## src/ice_mbus_params.svh

```systemverilog
`ifndef ICE_MBUS_PARAMS_SVH
`define ICE_MBUS_PARAMS_SVH

// Width of the MBus clock divide setting
`define MBUS_DIV_W 22

// Host payload buffer, in bytes
`define CMD_BUF_DEPTH 16

// Response message buffer, in bytes
`define RESP_FIFO_DEPTH 8

// Frame constants seen by the host
`define UPLOAD_FLAG 8'h62
`define ACK_CHAR 8'h79
`define NAK_CHAR 8'h7A

`endif
```

## src/ice_mbus_pkg.sv

```systemverilog
package ice_mbus_pkg;

	typedef enum logic [3:0] {
		ST_IDLE,
		ST_RX_FLAG,
		ST_RX_TAG,
		ST_RX_SHIFT,
		ST_RX_WAIT,
		ST_RX_STATUS,
		ST_NAK,
		ST_TX_ADDR,
		ST_TX_DATA,
		ST_TX_WAIT,
		ST_TX_REQ,
		ST_TX_END,
		ST_GAP
	} layer_state_e;

	// Word handed to the layer controller
	typedef struct packed {
		logic [31:0] addr;
		logic [31:0] data;
		logic        pend;
		logic        req;
	} mbus_tx_t;

	// Word received from the layer controller
	typedef struct packed {
		logic [31:0] addr;
		logic [31:0] data;
		logic        req;
		logic        pend;
		logic        fail;
		logic        bcast;
	} mbus_rx_t;

	// Accumulated over every word of one upload
	typedef struct packed {
		logic fail;
		logic bcast;
	} rx_status_t;

endpackage

```

## src/ice_host_pkg.sv

```systemverilog
package ice_host_pkg;

	// Only MBus sends are supported from the host
	typedef enum logic [7:0] {
		OP_MBUS_SEND = 8'h62
	} host_op_e;

	typedef enum logic {
		RESP_ACK = 1'b0,
		RESP_NAK = 1'b1
	} resp_kind_e;

	// One byte on any host-side stream, last marks the frame end
	typedef struct packed {
		logic [7:0] data;
		logic       last;
	} host_byte_t;

	// Word count excludes the address word
	typedef struct packed {
		host_op_e   opcode;
		logic [7:0] eid;
		logic [5:0] word_count;
	} cmd_header_t;

endpackage

```

## src/ice_mbus_bridge.sv

```systemverilog
`timescale 1ns/100ps
`include "ice_mbus_params.svh"

module ice_mbus_bridge (
	input  logic                     clk,
	input  logic                     reset,
	input  logic [`MBUS_DIV_W-1:0]   mbus_clk_div,
	output logic                     mbus_clk,
	input  ice_host_pkg::host_byte_t host_in,
	input  logic                     host_valid,
	output ice_mbus_pkg::mbus_tx_t   mbus_tx,
	input  logic                     tx_ack,
	input  logic                     tx_succ,
	input  logic                     tx_fail,
	output logic                     tx_resp_ack,
	input  ice_mbus_pkg::mbus_rx_t   mbus_rx,
	output logic                     rx_ack,
	input  logic [7:0]               time_tag,
	output logic                     time_tag_incr,
	output ice_host_pkg::host_byte_t upload,
	output logic                     upload_valid,
	output ice_host_pkg::host_byte_t resp,
	output logic                     resp_valid
);

	ice_host_pkg::cmd_header_t header;
	ice_host_pkg::host_byte_t  msg_byte;
	logic                      hdr_done;
	logic                      hdr_bad;
	logic                      buf_pop;
	logic [7:0]                buf_data;
	logic [4:0]                buf_count;
	logic                      gen_ack;
	logic                      gen_nak;
	logic [7:0]                resp_eid;
	logic                      msg_push;

	mbus_clk_divider u_div (
		.clk(clk), .reset(reset), .clk_div(mbus_clk_div), .mbus_clk(mbus_clk)
	);

	command_decoder u_dec (
		.clk(clk), .reset(reset), .host_in(host_in), .host_valid(host_valid),
		.hdr_done(hdr_done), .hdr_bad(hdr_bad), .header(header),
		.buf_pop(buf_pop), .buf_data(buf_data), .buf_count(buf_count)
	);

	mbus_layer_ctrl u_ctrl (
		.clk(clk), .reset(reset), .hdr_done(hdr_done), .hdr_bad(hdr_bad),
		.header(header), .buf_pop(buf_pop), .buf_data(buf_data), .buf_count(buf_count),
		.mbus_tx(mbus_tx), .tx_ack(tx_ack), .tx_succ(tx_succ), .tx_fail(tx_fail),
		.tx_resp_ack(tx_resp_ack), .mbus_rx(mbus_rx), .rx_ack(rx_ack),
		.time_tag(time_tag), .time_tag_incr(time_tag_incr), .upload(upload),
		.upload_valid(upload_valid), .gen_ack(gen_ack), .gen_nak(gen_nak),
		.resp_eid(resp_eid)
	);

	ack_generator u_ackgen (
		.clk(clk), .reset(reset), .gen_ack(gen_ack), .gen_nak(gen_nak),
		.eid(resp_eid), .msg_byte(msg_byte), .msg_push(msg_push)
	);

	response_fifo u_resp (
		.clk(clk), .reset(reset), .msg_byte(msg_byte), .msg_push(msg_push),
		.resp(resp), .resp_valid(resp_valid)
	);

endmodule

```

## src/mbus_layer_ctrl.sv

```systemverilog
`timescale 1ns/100ps
`include "ice_mbus_params.svh"

module mbus_layer_ctrl (
	input  logic                      clk,
	input  logic                      reset,
	input  logic                      hdr_done,
	input  logic                      hdr_bad,
	input  ice_host_pkg::cmd_header_t header,
	output logic                      buf_pop,
	input  logic [7:0]                buf_data,
	input  logic [4:0]                buf_count,
	output ice_mbus_pkg::mbus_tx_t    mbus_tx,
	input  logic                      tx_ack,
	input  logic                      tx_succ,
	input  logic                      tx_fail,
	output logic                      tx_resp_ack,
	input  ice_mbus_pkg::mbus_rx_t    mbus_rx,
	output logic                      rx_ack,
	input  logic [7:0]                time_tag,
	output logic                      time_tag_incr,
	output ice_host_pkg::host_byte_t  upload,
	output logic                      upload_valid,
	output logic                      gen_ack,
	output logic                      gen_nak,
	output logic [7:0]                resp_eid
);

	ice_mbus_pkg::layer_state_e state, next_state;
	ice_mbus_pkg::rx_status_t   status;
	ice_host_pkg::cmd_header_t  hdr_q;

	logic [1:0]  rx_sync;
	logic        rxreq;
	logic [63:0] data_sr;
	logic [2:0]  byte_cnt;
	logic        first_word;
	logic        cur_pend;
	logic        hdr_pend;
	logic        nak_pend;
	logic [7:0]  nak_eid;
	logic [7:0]  cur_eid;
	logic [5:0]  words_left;
	logic [1:0]  shift_cnt;
	logic [1:0]  gap_cnt;
	logic [31:0] tx_addr;
	logic [31:0] tx_data;
	logic        tx_req;
	logic        tx_pend;
	logic        store;
	logic        shift_sr;
	logic        take_hdr;
	logic        in_tx;

	assign rxreq = rx_sync[1];
	assign mbus_tx = '{addr: tx_addr, data: tx_data, pend: tx_pend, req: tx_req};
	assign resp_eid = (state == ice_mbus_pkg::ST_NAK) ? nak_eid : cur_eid;
	assign in_tx = state inside {ice_mbus_pkg::ST_TX_ADDR, ice_mbus_pkg::ST_TX_DATA,
		ice_mbus_pkg::ST_TX_WAIT, ice_mbus_pkg::ST_TX_REQ, ice_mbus_pkg::ST_TX_END};

	always_comb begin
		next_state    = state;
		store         = 1'b0;
		shift_sr      = 1'b0;
		take_hdr      = 1'b0;
		buf_pop       = 1'b0;
		gen_ack       = 1'b0;
		gen_nak       = 1'b0;
		time_tag_incr = 1'b0;
		upload_valid  = 1'b0;
		upload        = '{data: data_sr[63:56], last: 1'b0};
		case (state)
			ice_mbus_pkg::ST_IDLE: begin
				// RX first, then refused frames, then sends
				if (rxreq && !rx_ack) begin
					store      = 1'b1;
					next_state = ice_mbus_pkg::ST_RX_FLAG;
				end else if (nak_pend) begin
					next_state = ice_mbus_pkg::ST_NAK;
				end else if (hdr_pend && !rx_ack) begin
					take_hdr   = 1'b1;
					next_state = ice_mbus_pkg::ST_TX_ADDR;
				end
			end
			ice_mbus_pkg::ST_RX_FLAG: begin
				upload_valid = 1'b1;
				upload.data  = `UPLOAD_FLAG;
				next_state   = ice_mbus_pkg::ST_RX_TAG;
			end
			ice_mbus_pkg::ST_RX_TAG: begin
				upload_valid  = 1'b1;
				upload.data   = time_tag;
				time_tag_incr = 1'b1;
				next_state    = ice_mbus_pkg::ST_RX_SHIFT;
			end
			ice_mbus_pkg::ST_RX_SHIFT: begin
				upload_valid = 1'b1;
				shift_sr     = 1'b1;
				if (byte_cnt == 3'd0)
					next_state = cur_pend ? ice_mbus_pkg::ST_RX_WAIT : ice_mbus_pkg::ST_RX_STATUS;
			end
			ice_mbus_pkg::ST_RX_WAIT: begin
				// Previous handshake must finish before the next word
				if (rxreq && !rx_ack) begin
					store      = 1'b1;
					next_state = ice_mbus_pkg::ST_RX_SHIFT;
				end
			end
			ice_mbus_pkg::ST_RX_STATUS: begin
				upload_valid = 1'b1;
				upload       = '{data: {6'd0, status.fail, status.bcast}, last: 1'b1};
				next_state   = ice_mbus_pkg::ST_IDLE;
			end
			ice_mbus_pkg::ST_NAK: begin
				gen_nak    = 1'b1;
				next_state = ice_mbus_pkg::ST_GAP;
			end
			ice_mbus_pkg::ST_TX_ADDR, ice_mbus_pkg::ST_TX_DATA: begin
				// Empty buffer with a refusal pending means our bytes were flushed
				if (nak_pend && buf_count == 5'd0) begin
					next_state = ice_mbus_pkg::ST_NAK;
				end else if (buf_count != 5'd0) begin
					buf_pop = 1'b1;
					if (shift_cnt == 2'd3)
						next_state = (state == ice_mbus_pkg::ST_TX_ADDR) ?
							ice_mbus_pkg::ST_TX_DATA : ice_mbus_pkg::ST_TX_WAIT;
				end
			end
			ice_mbus_pkg::ST_TX_WAIT: begin
				if (!tx_ack)
					next_state = ice_mbus_pkg::ST_TX_REQ;
			end
			ice_mbus_pkg::ST_TX_REQ: begin
				if (tx_ack)
					next_state = (words_left == 6'd1) ?
						ice_mbus_pkg::ST_TX_END : ice_mbus_pkg::ST_TX_DATA;
			end
			ice_mbus_pkg::ST_TX_END: begin
				if (tx_fail) begin
					gen_nak    = 1'b1;
					next_state = ice_mbus_pkg::ST_GAP;
				end else if (tx_succ) begin
					gen_ack    = 1'b1;
					next_state = ice_mbus_pkg::ST_GAP;
				end
			end
			ice_mbus_pkg::ST_GAP: begin
				// Ack generator needs three cycles per message
				if (gap_cnt == 2'd2)
					next_state = ice_mbus_pkg::ST_IDLE;
			end
			default: next_state = ice_mbus_pkg::ST_IDLE;
		endcase
	end

	always_ff @(posedge clk) begin
		if (reset) begin
			state       <= ice_mbus_pkg::ST_IDLE;
			rx_sync     <= 2'b00;
			rx_ack      <= 1'b0;
			first_word  <= 1'b1;
			status      <= '0;
			hdr_pend    <= 1'b0;
			nak_pend    <= 1'b0;
			shift_cnt   <= 2'd0;
			gap_cnt     <= 2'd0;
			tx_req      <= 1'b0;
			tx_pend     <= 1'b0;
			tx_resp_ack <= 1'b0;
		end else begin
			state       <= next_state;
			rx_sync     <= {rx_sync[0], mbus_rx.req};
			rx_ack      <= store | (rx_ack & rxreq);
			hdr_pend    <= hdr_done | (hdr_pend & ~take_hdr);
			nak_pend    <= hdr_bad | (nak_pend & (state != ice_mbus_pkg::ST_NAK));
			gap_cnt     <= (state == ice_mbus_pkg::ST_GAP) ? gap_cnt + 2'd1 : 2'd0;
			tx_resp_ack <= (state == ice_mbus_pkg::ST_TX_END) && (tx_succ || tx_fail);
			if (next_state != state)
				shift_cnt <= 2'd0;
			else if (buf_pop)
				shift_cnt <= shift_cnt + 2'd1;
			if (store) begin
				first_word   <= 1'b0;
				status.fail  <= status.fail | mbus_rx.fail;
				status.bcast <= status.bcast | mbus_rx.bcast;
			end else if (state == ice_mbus_pkg::ST_RX_STATUS) begin
				first_word <= 1'b1;
				status     <= '0;
			end
			if (state == ice_mbus_pkg::ST_TX_WAIT && !tx_ack) begin
				tx_req  <= 1'b1;
				tx_pend <= words_left != 6'd1;
			end else if (state == ice_mbus_pkg::ST_TX_REQ && tx_ack) begin
				tx_req <= 1'b0;
			end
		end
	end

	always_ff @(posedge clk) begin
		if (store) begin
			cur_pend <= mbus_rx.pend;
			data_sr  <= first_word ? {mbus_rx.addr, mbus_rx.data} : {mbus_rx.data, 32'd0};
			byte_cnt <= first_word ? 3'd7 : 3'd3;
		end else if (shift_sr) begin
			data_sr  <= {data_sr[55:0], 8'h00};
			byte_cnt <= byte_cnt - 3'd1;
		end
		if (hdr_done)
			hdr_q <= header;
		if (hdr_bad)
			nak_eid <= header.eid;
		if (take_hdr) begin
			cur_eid    <= hdr_q.eid;
			words_left <= hdr_q.word_count;
		end else if (state == ice_mbus_pkg::ST_TX_REQ && tx_ack) begin
			words_left <= words_left - 6'd1;
		end
		if (buf_pop && state == ice_mbus_pkg::ST_TX_ADDR)
			tx_addr <= {tx_addr[23:0], buf_data};
		if (buf_pop && state == ice_mbus_pkg::ST_TX_DATA)
			tx_data <= {tx_data[23:0], buf_data};
	end

	a_tx_rx_exclusive: assert property (@(posedge clk) disable iff (reset)
		mbus_tx.req |-> !rx_ack);

	a_no_upload_in_tx: assert property (@(posedge clk) disable iff (reset)
		in_tx |-> !upload_valid);

endmodule

```

## src/response_fifo.sv

```systemverilog
`timescale 1ns/100ps
`include "ice_mbus_params.svh"

module response_fifo (
	input  logic                     clk,
	input  logic                     reset,
	input  ice_host_pkg::host_byte_t msg_byte,
	input  logic                     msg_push,
	output ice_host_pkg::host_byte_t resp,
	output logic                     resp_valid
);

	localparam int AW = $clog2(`RESP_FIFO_DEPTH);

	ice_host_pkg::host_byte_t mem [`RESP_FIFO_DEPTH];
	logic [AW-1:0]            wr_ptr;
	logic [AW-1:0]            rd_ptr;
	logic [AW:0]              count;
	logic                     pop;

	// The host takes a byte every cycle
	assign pop = count != '0;
	assign resp_valid = pop;
	assign resp = mem[rd_ptr];

	always_ff @(posedge clk) begin
		if (reset) begin
			wr_ptr <= '0;
			rd_ptr <= '0;
			count  <= '0;
		end else begin
			if (msg_push)
				wr_ptr <= wr_ptr + 1'b1;
			if (pop)
				rd_ptr <= rd_ptr + 1'b1;
			count <= count + (AW+1)'(msg_push) - (AW+1)'(pop);
		end
	end

	always_ff @(posedge clk) begin
		if (msg_push)
			mem[wr_ptr] <= msg_byte;
	end

	a_no_overflow: assert property (@(posedge clk) disable iff (reset)
		msg_push |-> count != (AW+1)'(`RESP_FIFO_DEPTH));

endmodule

```

## src/ack_generator.sv

```systemverilog
`timescale 1ns/100ps
`include "ice_mbus_params.svh"

module ack_generator (
	input  logic                     clk,
	input  logic                     reset,
	input  logic                     gen_ack,
	input  logic                     gen_nak,
	input  logic [7:0]               eid,
	output ice_host_pkg::host_byte_t msg_byte,
	output logic                     msg_push
);

	ice_host_pkg::resp_kind_e kind;
	logic [7:0]               eid_q;
	// 0 idle, then one step per message byte
	logic [1:0]               step;

	always_ff @(posedge clk) begin
		if (reset) begin
			step <= 2'd0;
		end else if (step != 2'd0) begin
			step <= (step == 2'd3) ? 2'd0 : step + 2'd1;
		end else if (gen_ack || gen_nak) begin
			step <= 2'd1;
		end
	end

	always_ff @(posedge clk) begin
		if (step == 2'd0 && (gen_ack || gen_nak)) begin
			kind  <= gen_nak ? ice_host_pkg::RESP_NAK : ice_host_pkg::RESP_ACK;
			eid_q <= eid;
		end
	end

	always_comb begin
		msg_byte.last = 1'b0;
		case (step)
			2'd1: msg_byte.data = (kind == ice_host_pkg::RESP_NAK) ? `NAK_CHAR : `ACK_CHAR;
			2'd2: msg_byte.data = eid_q;
			default: begin
				msg_byte.data = 8'h00;
				msg_byte.last = 1'b1;
			end
		endcase
	end

	assign msg_push = step != 2'd0;

	a_one_kind: assert property (@(posedge clk) disable iff (reset)
		!(gen_ack && gen_nak));

endmodule

```

## src/command_decoder.sv

```systemverilog
`timescale 1ns/100ps
`include "ice_mbus_params.svh"

module command_decoder (
	input  logic                      clk,
	input  logic                      reset,
	input  ice_host_pkg::host_byte_t  host_in,
	input  logic                      host_valid,
	output logic                      hdr_done,
	output logic                      hdr_bad,
	output ice_host_pkg::cmd_header_t header,
	input  logic                      buf_pop,
	output logic [7:0]                buf_data,
	output logic [4:0]                buf_count
);

	localparam int AW = $clog2(`CMD_BUF_DEPTH);

	logic [7:0]    mem [`CMD_BUF_DEPTH];
	logic [AW-1:0] wr_ptr;
	logic [AW-1:0] rd_ptr;
	logic [AW-1:0] rd_ptr_next;
	logic [4:0]    count;
	// 0 opcode, 1 eid, 2 length, 3 payload
	logic [1:0]    pos;
	logic          bad;
	logic          fail_now;
	logic          push;
	logic          full;

	assign full = count == 5'(`CMD_BUF_DEPTH);

	always_comb begin
		fail_now = 1'b0;
		if (host_valid) begin
			case (pos)
				2'd0: fail_now = host_in.data != ice_host_pkg::OP_MBUS_SEND;
				2'd2: fail_now = host_in.data < 8'd8 || host_in.data[1:0] != 2'b00;
				2'd3: fail_now = full;
				default: fail_now = 1'b0;
			endcase
		end
	end

	assign push = host_valid && pos == 2'd3 && !bad && !fail_now;
	assign rd_ptr_next = buf_pop ? rd_ptr + 1'b1 : rd_ptr;
	assign buf_data = mem[rd_ptr];
	assign buf_count = count;

	always_ff @(posedge clk) begin
		if (reset) begin
			pos      <= 2'd0;
			bad      <= 1'b0;
			hdr_done <= 1'b0;
			hdr_bad  <= 1'b0;
			wr_ptr   <= '0;
			rd_ptr   <= '0;
			count    <= '0;
		end else begin
			hdr_done <= 1'b0;
			hdr_bad  <= 1'b0;
			rd_ptr   <= rd_ptr_next;
			count    <= count + 5'(push) - 5'(buf_pop);
			if (push)
				wr_ptr <= wr_ptr + 1'b1;
			if (host_valid) begin
				if (pos != 2'd3)
					pos <= pos + 2'd1;
				if (fail_now)
					bad <= 1'b1;
				if (pos == 2'd2 && !fail_now && !bad)
					hdr_done <= 1'b1;
				// Refused frames are resolved and flushed at their last byte
				if (host_in.last) begin
					pos <= 2'd0;
					bad <= 1'b0;
					if (bad || fail_now) begin
						hdr_bad <= 1'b1;
						wr_ptr  <= rd_ptr_next;
						count   <= '0;
					end
				end
			end
		end
	end

	always_ff @(posedge clk) begin
		if (push)
			mem[wr_ptr] <= host_in.data;
		if (host_valid) begin
			case (pos)
				2'd0: header.opcode <= ice_host_pkg::host_op_e'(host_in.data);
				2'd1: header.eid <= host_in.data;
				2'd2: header.word_count <= host_in.data[7:2] - 6'd1;
				default: ;
			endcase
		end
	end

	a_pop_not_empty: assert property (@(posedge clk) disable iff (reset)
		buf_pop |-> count != 5'd0);

endmodule

```

## src/mbus_clk_divider.sv

```systemverilog
`timescale 1ns/100ps
`include "ice_mbus_params.svh"

module mbus_clk_divider (
	input  logic                   clk,
	input  logic                   reset,
	input  logic [`MBUS_DIV_W-1:0] clk_div,
	output logic                   mbus_clk
);

	logic [`MBUS_DIV_W-1:0] div_cnt;

	// Half period of mbus_clk is clk_div+1 cycles of clk
	always_ff @(posedge clk) begin
		if (reset) begin
			div_cnt  <= '0;
			mbus_clk <= 1'b0;
		end else if (div_cnt == clk_div) begin
			div_cnt  <= '0;
			mbus_clk <= ~mbus_clk;
		end else begin
			div_cnt <= div_cnt + 1'b1;
		end
	end

endmodule

```

## config.mk

```make
export PLATFORM = sky130hd
export DESIGN_NAME = ice_mbus_bridge
export DESIGN_NICKNAME = d
export VERILOG_FILES = /design/src/ice_mbus_pkg.sv /design/src/ice_host_pkg.sv /design/src/ice_mbus_bridge.sv /design/src/mbus_layer_ctrl.sv /design/src/response_fifo.sv /design/src/ack_generator.sv /design/src/command_decoder.sv /design/src/mbus_clk_divider.sv
export VERILOG_INCLUDE_DIRS = /design/src /design/src/src
export SDC_FILE = /design/constraint.sdc
export NUM_CORES = 1
export LEC_CHECK = 0
export BUFFER_PORTS_ARGS = -buffer_cell sky130_fd_sc_hd__clkbuf_2
export CORE_MARGIN = 1.5
export CORE_UTILIZATION = 63
export CTS_CLUSTER_DIAMETER = 150
export DETAILED_ROUTE_END_ITERATION = 12
export PLACE_DENSITY = 0.87
export SYNTH_ARGS = -nofsm -noshare
export SYNTH_HDL_FRONTEND = slang
export SYNTH_SLANG_ARGS = --single-unit
```

## constraint.sdc

```tcl
create_clock -name clk -period 9.9 [get_ports clk]
set_input_delay 0.99 -clock clk [delete_from_list [all_inputs] [get_ports clk]]
set_output_delay 0.99 -clock clk [all_outputs]
set_load 0.02 [all_outputs]
```

# Word-level counts from Yosys, hierarchy flattened
# Memories as Yosys holds them, arrays and structs flattened. A register that Yosys moved wholly into a read port is not among the register bits.
# Index checks and enable logic that the tools add are counted.
dict set report classes {
  n_eq_ne 28
  bitwise_logic 13
  n_lt_le_gt_ge 1
  muxes 81
  reduce_logical 51
  n_addsub 16
}
# operator n
set op_table {}
lappend op_table {{64-bit two-way mux} 3}
lappend op_table {{4-bit two-way mux} 19}
lappend op_table {{4-bit case mux with 11 select lines} 1}
lappend op_table {{1-bit two-way mux} 34}
lappend op_table {{8-bit case mux with 3 select lines} 1}
lappend op_table {{22-bit by 1-bit adder with 22-bit output, second input constant} 1}
lappend op_table {{22-bit == test} 1}
lappend op_table {{4-bit == test, second input constant} 5}
lappend op_table {{2-bit two-way mux} 9}
lappend op_table {{2-bit nonzero test} 9}
lappend op_table {{4-bit by 3-bit == test with 1-bit output, second input constant} 4}
lappend op_table {{8-bit case mux with 2 select lines} 1}
lappend op_table {{3-bit two-way mux} 5}
lappend op_table {{5-bit two-way mux} 3}
lappend op_table {{1-bit logical AND} 14}
lappend op_table {{2-bit OR reduction} 7}
lappend op_table {{2-bit == test, second input constant} 6}
lappend op_table {{6-bit two-way mux} 2}
lappend op_table {{6-bit by 1-bit subtractor with 6-bit output, second input constant} 2}
lappend op_table {{2-bit by 1-bit adder with 2-bit output, second input constant} 4}
lappend op_table {{4-bit by 1-bit adder with 4-bit output, second input constant} 2}
lappend op_table {{4-bit by 2-bit == test with 1-bit output, second input constant} 2}
lappend op_table {{8-bit by 4-bit < comparator with 1-bit output, second input constant} 1}
lappend op_table {{8-bit two-way mux} 1}
lappend op_table {{31 further kinds} 53}
dict set report totals {
  ram_bits 200
  reg_bits 263
  elab_cells 232
  n_memories 2
}
# name depth word_bits rd rd_clocked_by_memory_dff write_ports line
set mem_list {}
lappend mem_list {u_dec.mem 16 8 1 1 1 command_decoder.sv:19} ;# logic [7:0] mem [`CMD_BUF_DEPTH];
lappend mem_list {u_resp.mem 8 9 1 1 1 response_fifo.sv:15} ;# ice_host_pkg::host_byte_t mem [`RESP_FIFO_DEPTH];

# Depth between registers and ports, before layout
# Gate-level depths: netlist (run 1).
dict set report logic_depth {
  depth_word 11
  depth_mapped 17
  mapped_depth_nobuf 16
}

# Hierarchy
# Synthesis (run 1) repeated with hierarchy kept, for this count alone.
dict set report hier_totals {
  hier_cells 1345
  hier_area_um2 19814.0
}
# mod n_inst area_each_um2 cells_per_inst seq_area_each_um2
set modules_own_cells {}
lappend modules_own_cells {mbus_layer_ctrl 1 7863.8 613 5425.2}
lappend modules_own_cells {command_decoder 1 6844.1 375 4864.7}
lappend modules_own_cells {response_fifo 1 3397.0 174 2422.3}
lappend modules_own_cells {mbus_clk_divider 1 1207.4 141 460.4}
lappend modules_own_cells {ack_generator 1 501.7 42 310.3}

# Worst setup path before layout (run 1)
# OpenSTA, ideal clock, no wires.
dict set report synth_path {
  path_kind {in2reg}
  from {input host_in[3] (netlist bit)}
  to {register u_dec.count[4], in the netlist u_dec.buf_count[4]}
  n_path_buf 0
  slack_ns 6.432
  setup_ns 0.142
  arrival_ns 3.326
  stages 16
  path_cell_list {inv_1 ha_1 nand4bb_1 o31a_1 a211o_1 a211o_4 clkinv_4 ha_1 inv_1 fa_1 inv_1 a21oi_1 nor2_1 nor2_1 xnor2_1 nor3_1}
}
dict set report synth_between {
  elab_chain_cells 11
}
# item line
set synth_rtl {}
lappend synth_rtl {{start: declaration} ice_mbus_bridge.sv:9} ;# input ice_host_pkg::host_byte_t host_in,
lappend synth_rtl {{8-bit by 4-bit < comparator with 1-bit output} command_decoder.sv:38} ;# 2'd2: fail_now = host_in.data < 8'd8 || host_in.data[1:0] != 2'b00;
lappend synth_rtl {{1-bit logical OR} command_decoder.sv:38}
lappend synth_rtl {{1-bit case mux with 3 select lines *} command_decoder.sv:36} ;# case (pos)
lappend synth_rtl {{1-bit two-way mux *} command_decoder.sv:35} ;# if (host_valid) begin
lappend synth_rtl {{1-bit logical NOT} command_decoder.sv:45} ;# assign push = host_valid && pos == 2'd3 && !bad && !fail_now;
lappend synth_rtl {{1-bit logical AND} command_decoder.sv:45}
lappend synth_rtl {{5-bit by 1-bit adder with 5-bit output} command_decoder.sv:63} ;# count <= count + 5'(push) - 5'(buf_pop);
lappend synth_rtl {{5-bit by 1-bit subtractor with 5-bit output} command_decoder.sv:63}
lappend synth_rtl {{5-bit two-way mux} command_decoder.sv:77} ;# if (bad || fail_now) begin
lappend synth_rtl {{5-bit two-way mux} command_decoder.sv:74} ;# if (host_in.last) begin
lappend synth_rtl {{5-bit two-way mux *} command_decoder.sv:66} ;# if (host_valid) begin
lappend synth_rtl {{end signal: assignment} command_decoder.sv:63}
lappend synth_rtl {{end: declaration} command_decoder.sv:23} ;# logic [4:0] count;
# Mark *: on every way between the ends. The rest lies on a longest branch, timed or not.
# A chain may end at the register's enable or synchronous reset.

# Final worst setup path (run 1)
dict set report layout_path {
  from {input host_in[4] (netlist bit)}
  to {register u_dec.count[4], in the netlist u_dec.buf_count[4]}
}
# Same word-level chain as after synthesis.

==> results of run 1 <==
-- path summary, 6_finish.rpt --
path | from | to | slack [ps] | depth (start not counted)
worst max register to register | u_ctrl.state[3] | u_dec.buf_count[4] | 6510 | 14
worst min-delay path | u_dec.header[3] | u_ctrl.hdr_q[3] | 420 | 0
worst min register to register | u_dec.header[3] | u_ctrl.hdr_q[3] | 420 | 0
worst max-delay path | host_in[4] | u_dec.buf_count[4] | 6170 | 17
-- synth_stat cells (11+ instances only) --
cell type	instances
mux2i_1	38
a21oi_1	55
ha_1	36
inv_1	46
buf_2	15
o21ai_0	14
nand3_1	40
clkbuf_1	36
edfxtp_1	391
mux4_2	58
mux2_2	17
nor4_1	11
nor2_1	117
and2_1	17
nand2_1	95
xor2_1	42
and3_1	17
nor3_1	23
xnor2_1	26
dfxtp_1	75
-- flip-flops by register name (all words and copies together) (netlist names), 3 cells and up, named ones only --
| name | cells |
|---|---|
| u_ackgen.eid_q | 8 |
| u_ctrl.byte_cnt | 3 |
| u_ctrl.cur_eid | 8 |
| u_ctrl.data_sr | 64 |
| u_ctrl.hdr_q | 14 |
| u_ctrl.nak_eid | 8 |
| u_ctrl.state | 4 |
| u_ctrl.tx_addr | 32 |
| u_ctrl.tx_data | 32 |
| u_ctrl.words_left | 6 |
| u_dec.buf_count | 5 |
| u_dec.header | 14 |
| u_dec.mem | 128 |
| u_dec.rd_ptr | 4 |
| u_dec.wr_ptr | 4 |
| u_div.div_cnt | 22 |
| u_resp.count | 4 |
| u_resp.mem | 72 |
| u_resp.rd_ptr | 3 |
| u_resp.wr_ptr | 3 |
-- logic make-up after synthesis --
group                    count (synthesis)  share of synthesized area [%]
XOR/XNOR                                68                           3.08
adder cells (fa/ha/maj)                 38                           2.53
AND/OR/NAND/NOR                        374                           9.37
AO/OA/AOI/OAI                          132                           4.62
buffers and inverters                  109                           2.29
flip-flops                             466                           68.4
multiplexers                           113                           9.70
-- critical path: cells and delay by family --
kind | cells | cell delay (ps)
buf+inv | 5 | 700
xor+xnor | 1 | 230
fa+ha+maj | 3 | 750
simple gates | 4 | 340
compound gates | 4 | 1110
-- area by class of cell --
cell class / count / share of cell area (%)
clock inverter: 24 / 0.953
clock buffer: 60 / 5.61
sequential: 466 / 59.7
timing repair buffer: 215 / 5.00
tap: 390 / 2.20
multi-input combinational: 725 / 25.7
inverter: 47 / 0.818
-- where the power goes --
| part | switching [mW] | internal [mW] |
|---|---|---|
| Combinational | 0.431 | 0.305 |
| Sequential | 0.0731 | 2.23 |
| Clock | 0.699 | 0.987 |
-- per-layer routing --
metal | vias to the layer above | routed length (µm) | global-route usage, %
met4 | 0 | 1090 | 7.67
met1 | 5616 | 15500 | 33.1
met2 | 489 | 20000 | 42.5
li1 | 5277 | - | -
met5 | - | 0 | 0
met3 | 85 | 2650 | 3.75
==> impl_metrics.json, run 1 <==
{
  "worst_hold_path_type": "reg -> reg",
  "rows": 63,
  "holdBufCountCts": 0,
  "drcViolationCount": 0,
  "cts_made_buffers": 46,
  "nNetsFinal": 1652,
  "routed_via_density": 5.95,
  "finalNonFillerCells": 1927,
  "max-cap-violations": 0,
  "syn-instance-count": 1300,
  "synth_nets": 1451,
  "drive_gt1_share_pct": 24.4,
  "num-fill-cells": 1818,
  "finalHoldWorstSlack_ps": 418,
  "core_area_mm2": 0.0300,
  "globalRoute.totalOverflow": 0,
  "power_density_mw_per_mm2": 213,
  "critPathRequiredTime_ps": 10290,
  "synth-warning-count": 0,
  "first_pass_iters": 7,
  "ir_worst_vdd_uv": 148,
  "dieHeight_um": 178,
  "drt_iter0_drc": 1197,
  "worst_pin_slew_ps": 1190,
  "outcome": "finished clean",
  "area_growth_syn_to_layout_pct": 14.6,
  "grt_pass1_wl_um": 59900,
  "start_util_pct": 64.6,
  "fin_util_pct": 74.1,
  "clk_path_buf_depth": 3,
  "crit_top_cell": "inv_1",
  "dp.cells": 1843,
  "layout_setup_ws_ps": 6170,
  "syn_area_per_cell_um2": 14.9,
  "async_flop_share_pct": 0,
  "multi_input_area_mm2": 0.00571,
  "fmax_mhz": 268,
  "placed_cell_area_mm2": 0.0207,
  "cts_resized": 0,
  "register_area_mm2": 0.0132,
  "critical_path.cell_chain": "clkbuf_2 -> inv_1 -> ha_1 -> nand4bb_1 -> o31a_1 -> a211o_1 -> a211o_4 -> clkinv_4 -> ha_1 -> inv_1 -> fa_1 -> inv_1 -> a21oi_1 -> nor2_1 -> nor2_1 -> xnor2_1 -> nor3_1",
  "portBuffers": 202,
  "critical_path_class": "in -> reg",
  "track_usage_pct": 24.8,
  "clk_latency_ps": 550,
  "pin_count": 203,
  "cts_root_buffer": "clkbuf_16",
  "place_hpwl_um": 25400,
  "timing_hold_violations_final": 0,
  "yosys-top-cells-area": "edfxtp_1 (61%), dfxtp_1 (7.8%), mux4_2 (6.7%), ha_1 (2.3%), nor2_1 (2.3%)",
  "clk_pin_slew_ps": 60,
  "finalMaxSlewViolations": 0,
  "clock_sinks": 466,
  "synth-seq-cells": 466,
  "antenna_left": 0,
  "p_total_mw": 4.72,
  "wl_per_cell_um": 20.3,
  "die_w_um": 178,
  "p_leak_nw": 8.15,
  "htreeDepth": 2,
  "cp-start-kind": "input port",
  "yosys.area.top_type": "edfxtp_1",
  "grt_pass1_vias": 11300,
  "antenna_found_initial": 0,
  "post-route-min-period_ps": 3730,
  "crit_path_max_incr_delay_ps": 400,
  "worstPathArrival_ps": 4120,
  "synth_edf_count": 391,
  "synth-main-ff-cell": "edfxtp_1",
  "setup_viol": 0,
  "final_common_cell": "edfxtp_1",
  "final_cell_mix": "edfxtp_1 (391), clkbuf_2 (202), nor2_1 (116)",
  "synth_area_mm2": 0.0194,
  "crit_slowest_cell": "a211o_4",
  "relSlewSlack_pct": 20.8,
  "min_period_over_period_pct": 37.6,
  "dp_slack_ps": 5790,
  "cts_setup_buffers": 0,
  "design_area_mm2": 0.0222,
  "wl_um": 39200,
  "path_max_fanout": 20,
  "grt_max_degree": 103,
  "clock_skew_ps": 10.7,
  "synth.distinct_cells": 71,
  "synth_seq_area_share_pct": 68.4,
  "rsz0062_at_grt": "no",
  "synth_top_area_share_pct": 60.7,
  "insertedDiodeCount": 0,
  "vias": 11500,
  "routabilityCongestion": 0.817,
  "cts_tree": "built",
  "die_area_mm2": 0.0318,
  "end_kind": "flop",
  "tns_ps": 0
}
No activity file was read; power rests on OpenSTA's default activity.
==> run 2: changes to the inputs <==
- CORE_UTILIZATION: 63 -> 59
- PLACE_DENSITY: 0.87 -> 0.82
- clock period: 9.9 -> 3.8 ns (I/O delays scaled with it)
==> run 2 against run 1 <==
Net effect:
- total power increased to 2.6 times the previous value
- critical path depth decreased by 3
- largest cell class unchanged
- global-route usage decreased by 0.91 points
- clock skew increased by 20 ps
- highest routed layer unchanged
- die area increased by 6.7%
- combinational power increased to 2.7 times the previous value
- clock power increased to 2.6 times the previous value
==> impl_metrics.json, run 2 (synthesis gave the netlist of run 1 again) <==
{
  "outcome": "finished clean",
  "dieHeight_um": 184,
  "r2r_setup_slack_ps": 680,
  "cts_setup_buffers": 0,
  "num-fill-cells": 2162,
  "insertedDiodeCount": 0,
  "clock_skew_ps": 30.9,
  "vias": 11400,
  "path_max_fanout": 22,
  "setup_viol": 0,
  "min_from": "mbus_rx[3]",
  "grt_max_degree": 71,
  "relSlewSlack_pct": 35.1,
  "cts_made_buffers": 47,
  "switchingPower_mw": 3.19,
  "wl_per_cell_um": 20.1,
  "crit_path_max_incr_delay_ps": 810,
  "hold_depth": 2,
  "wl_met2_um": 21000,
  "pin_count": 203,
  "portBuffers": 202,
  "drcViolationCount": 0,
  "first_pass_iters": 5,
  "sw_frac_of_total_pct": 25.8,
  "track_usage_pct": 23.9,
  "end_kind": "flop",
  "routabilityCongestion": 0.841,
  "wl_met1_um": 16000,
  "sequentialPowerShare_pct": 48.2,
  "reg_top3": "u_dec.mem x128, u_resp.mem x72, u_ctrl.data_sr x64",
  "final_cell_mix": "edfxtp_1 (391), clkbuf_2 (202), nor2_1 (116)",
  "hold_path_end": "u_ctrl.rx_sync[0]",
  "cts_tree": "built",
  "intPower_mw": 9.20,
  "design_area_mm2": 0.0224,
  "die_area_mm2": 0.0339,
  "crit_top_cell": "inv_1",
  "antenna_left": 0,
  "wl_um": 40100,
  "worstPathArrival_ps": 3510,
  "pwr-share-clk_pct": 36.0,
  "wl_met3_um": 2230,
  "post-route-min-period_ps": 3120,
  "clk_pin_slew_ps": 60,
  "finalMaxSlewViolations": 0,
  "fmax_mhz": 321,
  "worst_pin_slew_ps": 970,
  "crit_slowest_cell": "dfxtp_1",
  "clk_latency_ps": 570,
  "globalRoute.totalOverflow": 0,
  "finalHoldWorstSlack_ps": 91.4,
  "top_register": "u_dec.mem",
  "ff2ff_path_depth": 14,
  "cp-start-kind": "flop",
  "critPathRequiredTime_ps": 4190,
  "grt_pass1_wl_um": 61600,
  "ir_worst_vdd_uv": 395,
  "htreeDepth": 2,
  "cts_root_buffer": "clkbuf_16",
  "topRoutingLayerUsed": "met4",
  "antenna_found_initial": 0,
  "clock_sinks": 466,
  "p_leak_nw": 8.24,
  "worst_hold_path_type": "in -> reg",
  "drive_gt1_share_pct": 25.1,
  "place_hpwl_um": 26900,
  "worst_r2r_endpoint": "u_dec.buf_count[4]",
  "p_comb_share_pct": 15.9,
  "rsz0062_at_grt": "no",
  "die_w_um": 184,
  "power_density_mw_per_mm2": 553,
  "clk_path_buf_depth": 3,
  "core_area_mm2": 0.0325,
  "critical_path_class": "reg -> reg",
  "placed_cell_area_mm2": 0.0209,
  "routed_via_density": 5.71,
  "tns_ps": 0,
  "area_growth_syn_to_layout_pct": 15.8,
  "max-cap-violations": 0,
  "largest_register_ffs": 128,
  "final_common_cell": "edfxtp_1",
  "critical_path.cell_chain": "nor4b_2 -> o21ai_2 -> inv_1 -> ha_1 -> inv_1 -> ha_1 -> inv_1 -> fa_1 -> inv_1 -> a21oi_1 -> nor2_1 -> nor2_1 -> xnor2_1 -> nor3_1",
  "rows": 66,
  "holdBufCountCts": 1,
  "nNetsFinal": 1667,
  "min_period_over_period_pct": 82.0,
  "grt_pass1_vias": 11300,
  "crit-reg2reg-launch": "u_ctrl.state[2]",
  "cts_resized": 0,
  "drt_iter0_drc": 1113,
  "timing_hold_violations_final": 0,
  "start_util_pct": 59.6
}
[run 2: metal layers]
layer	GRT usage (%)	vias up
met5	0	-
met4	6.75	0
met3	4.15	66
met2	42.4	380
met1	30.4	5640
li1	-	5311
[run 2: how the worst max path moves through the flow]
stage                                   from                 end  slack, ps  depth (start not counted)
after floorplan              u_ctrl.state[1]  u_ctrl.byte_cnt[0]        450                          7
after global placement            host_in[2]  u_dec.buf_count[4]        610                         15
after detailed placement          host_in[4]  u_dec.buf_count[4]        540                         17
after CTS                 u_dec.buf_count[2]  u_dec.buf_count[4]        710                         16
after global routing         u_ctrl.state[2]  u_dec.buf_count[4]        400                         14
final                        u_ctrl.state[2]  u_dec.buf_count[4]        680                         14
[run 2: power by group through the flow]
stage / sequential (mW) / clock [mW] / combinational, mW
after CTS: 5.97 / 4.52 / 1.97
final: 5.97 / 4.46 / 1.96
after floorplan: 5.98 / 0 / 1.48
after detailed placement: 6.07 / 0 / 1.95
after global placement: 6.06 / 0 / 1.89
after global routing: 5.99 / 4.70 / 2.16
[run 2: stage by stage]
step           setup WS, ps  total power [mW]  instances  util [%]
3_3_place_gp            612              7.95       1908      64.5
4_1_cts                 710              12.5       1995      69.1
5_1_grt                 400              12.9       1995      69.1
2_1_floorplan           452              7.46       1300         -
3_5_place_dp            544              8.03       1908      64.5
6_report                685              12.4       1995      69.1
[run 2: area by class of cell]
| class | instances | area (µm²) | area share, % |
|---|---|---|---|
| Sequential cell | 466 | 13200 | 59.1 |
| Multi-Input combinational cell | 725 | 5710 | 25.5 |
| Clock buffer | 60 | 1250 | 5.56 |
| Timing Repair Buffer | 229 | 1240 | 5.54 |
| Tap cell | 442 | 553 | 2.47 |
| Clock inverter | 26 | 236 | 1.06 |
| Inverter | 47 | 181 | 0.809 |
[run 2: critical path, delay by kind of cell (launching register included)]
| kind | cells | cell delay, ps |
|---|---|---|
| AOI/OAI and AO/OA | 2 | 440 |
| xor gates and xnor gates | 1 | 140 |
| adders and majority gates | 3 | 870 |
| buffers and inverters | 4 | 280 |
| DFF | 1 | 810 |
| and+or+nand+nor | 4 | 380 |
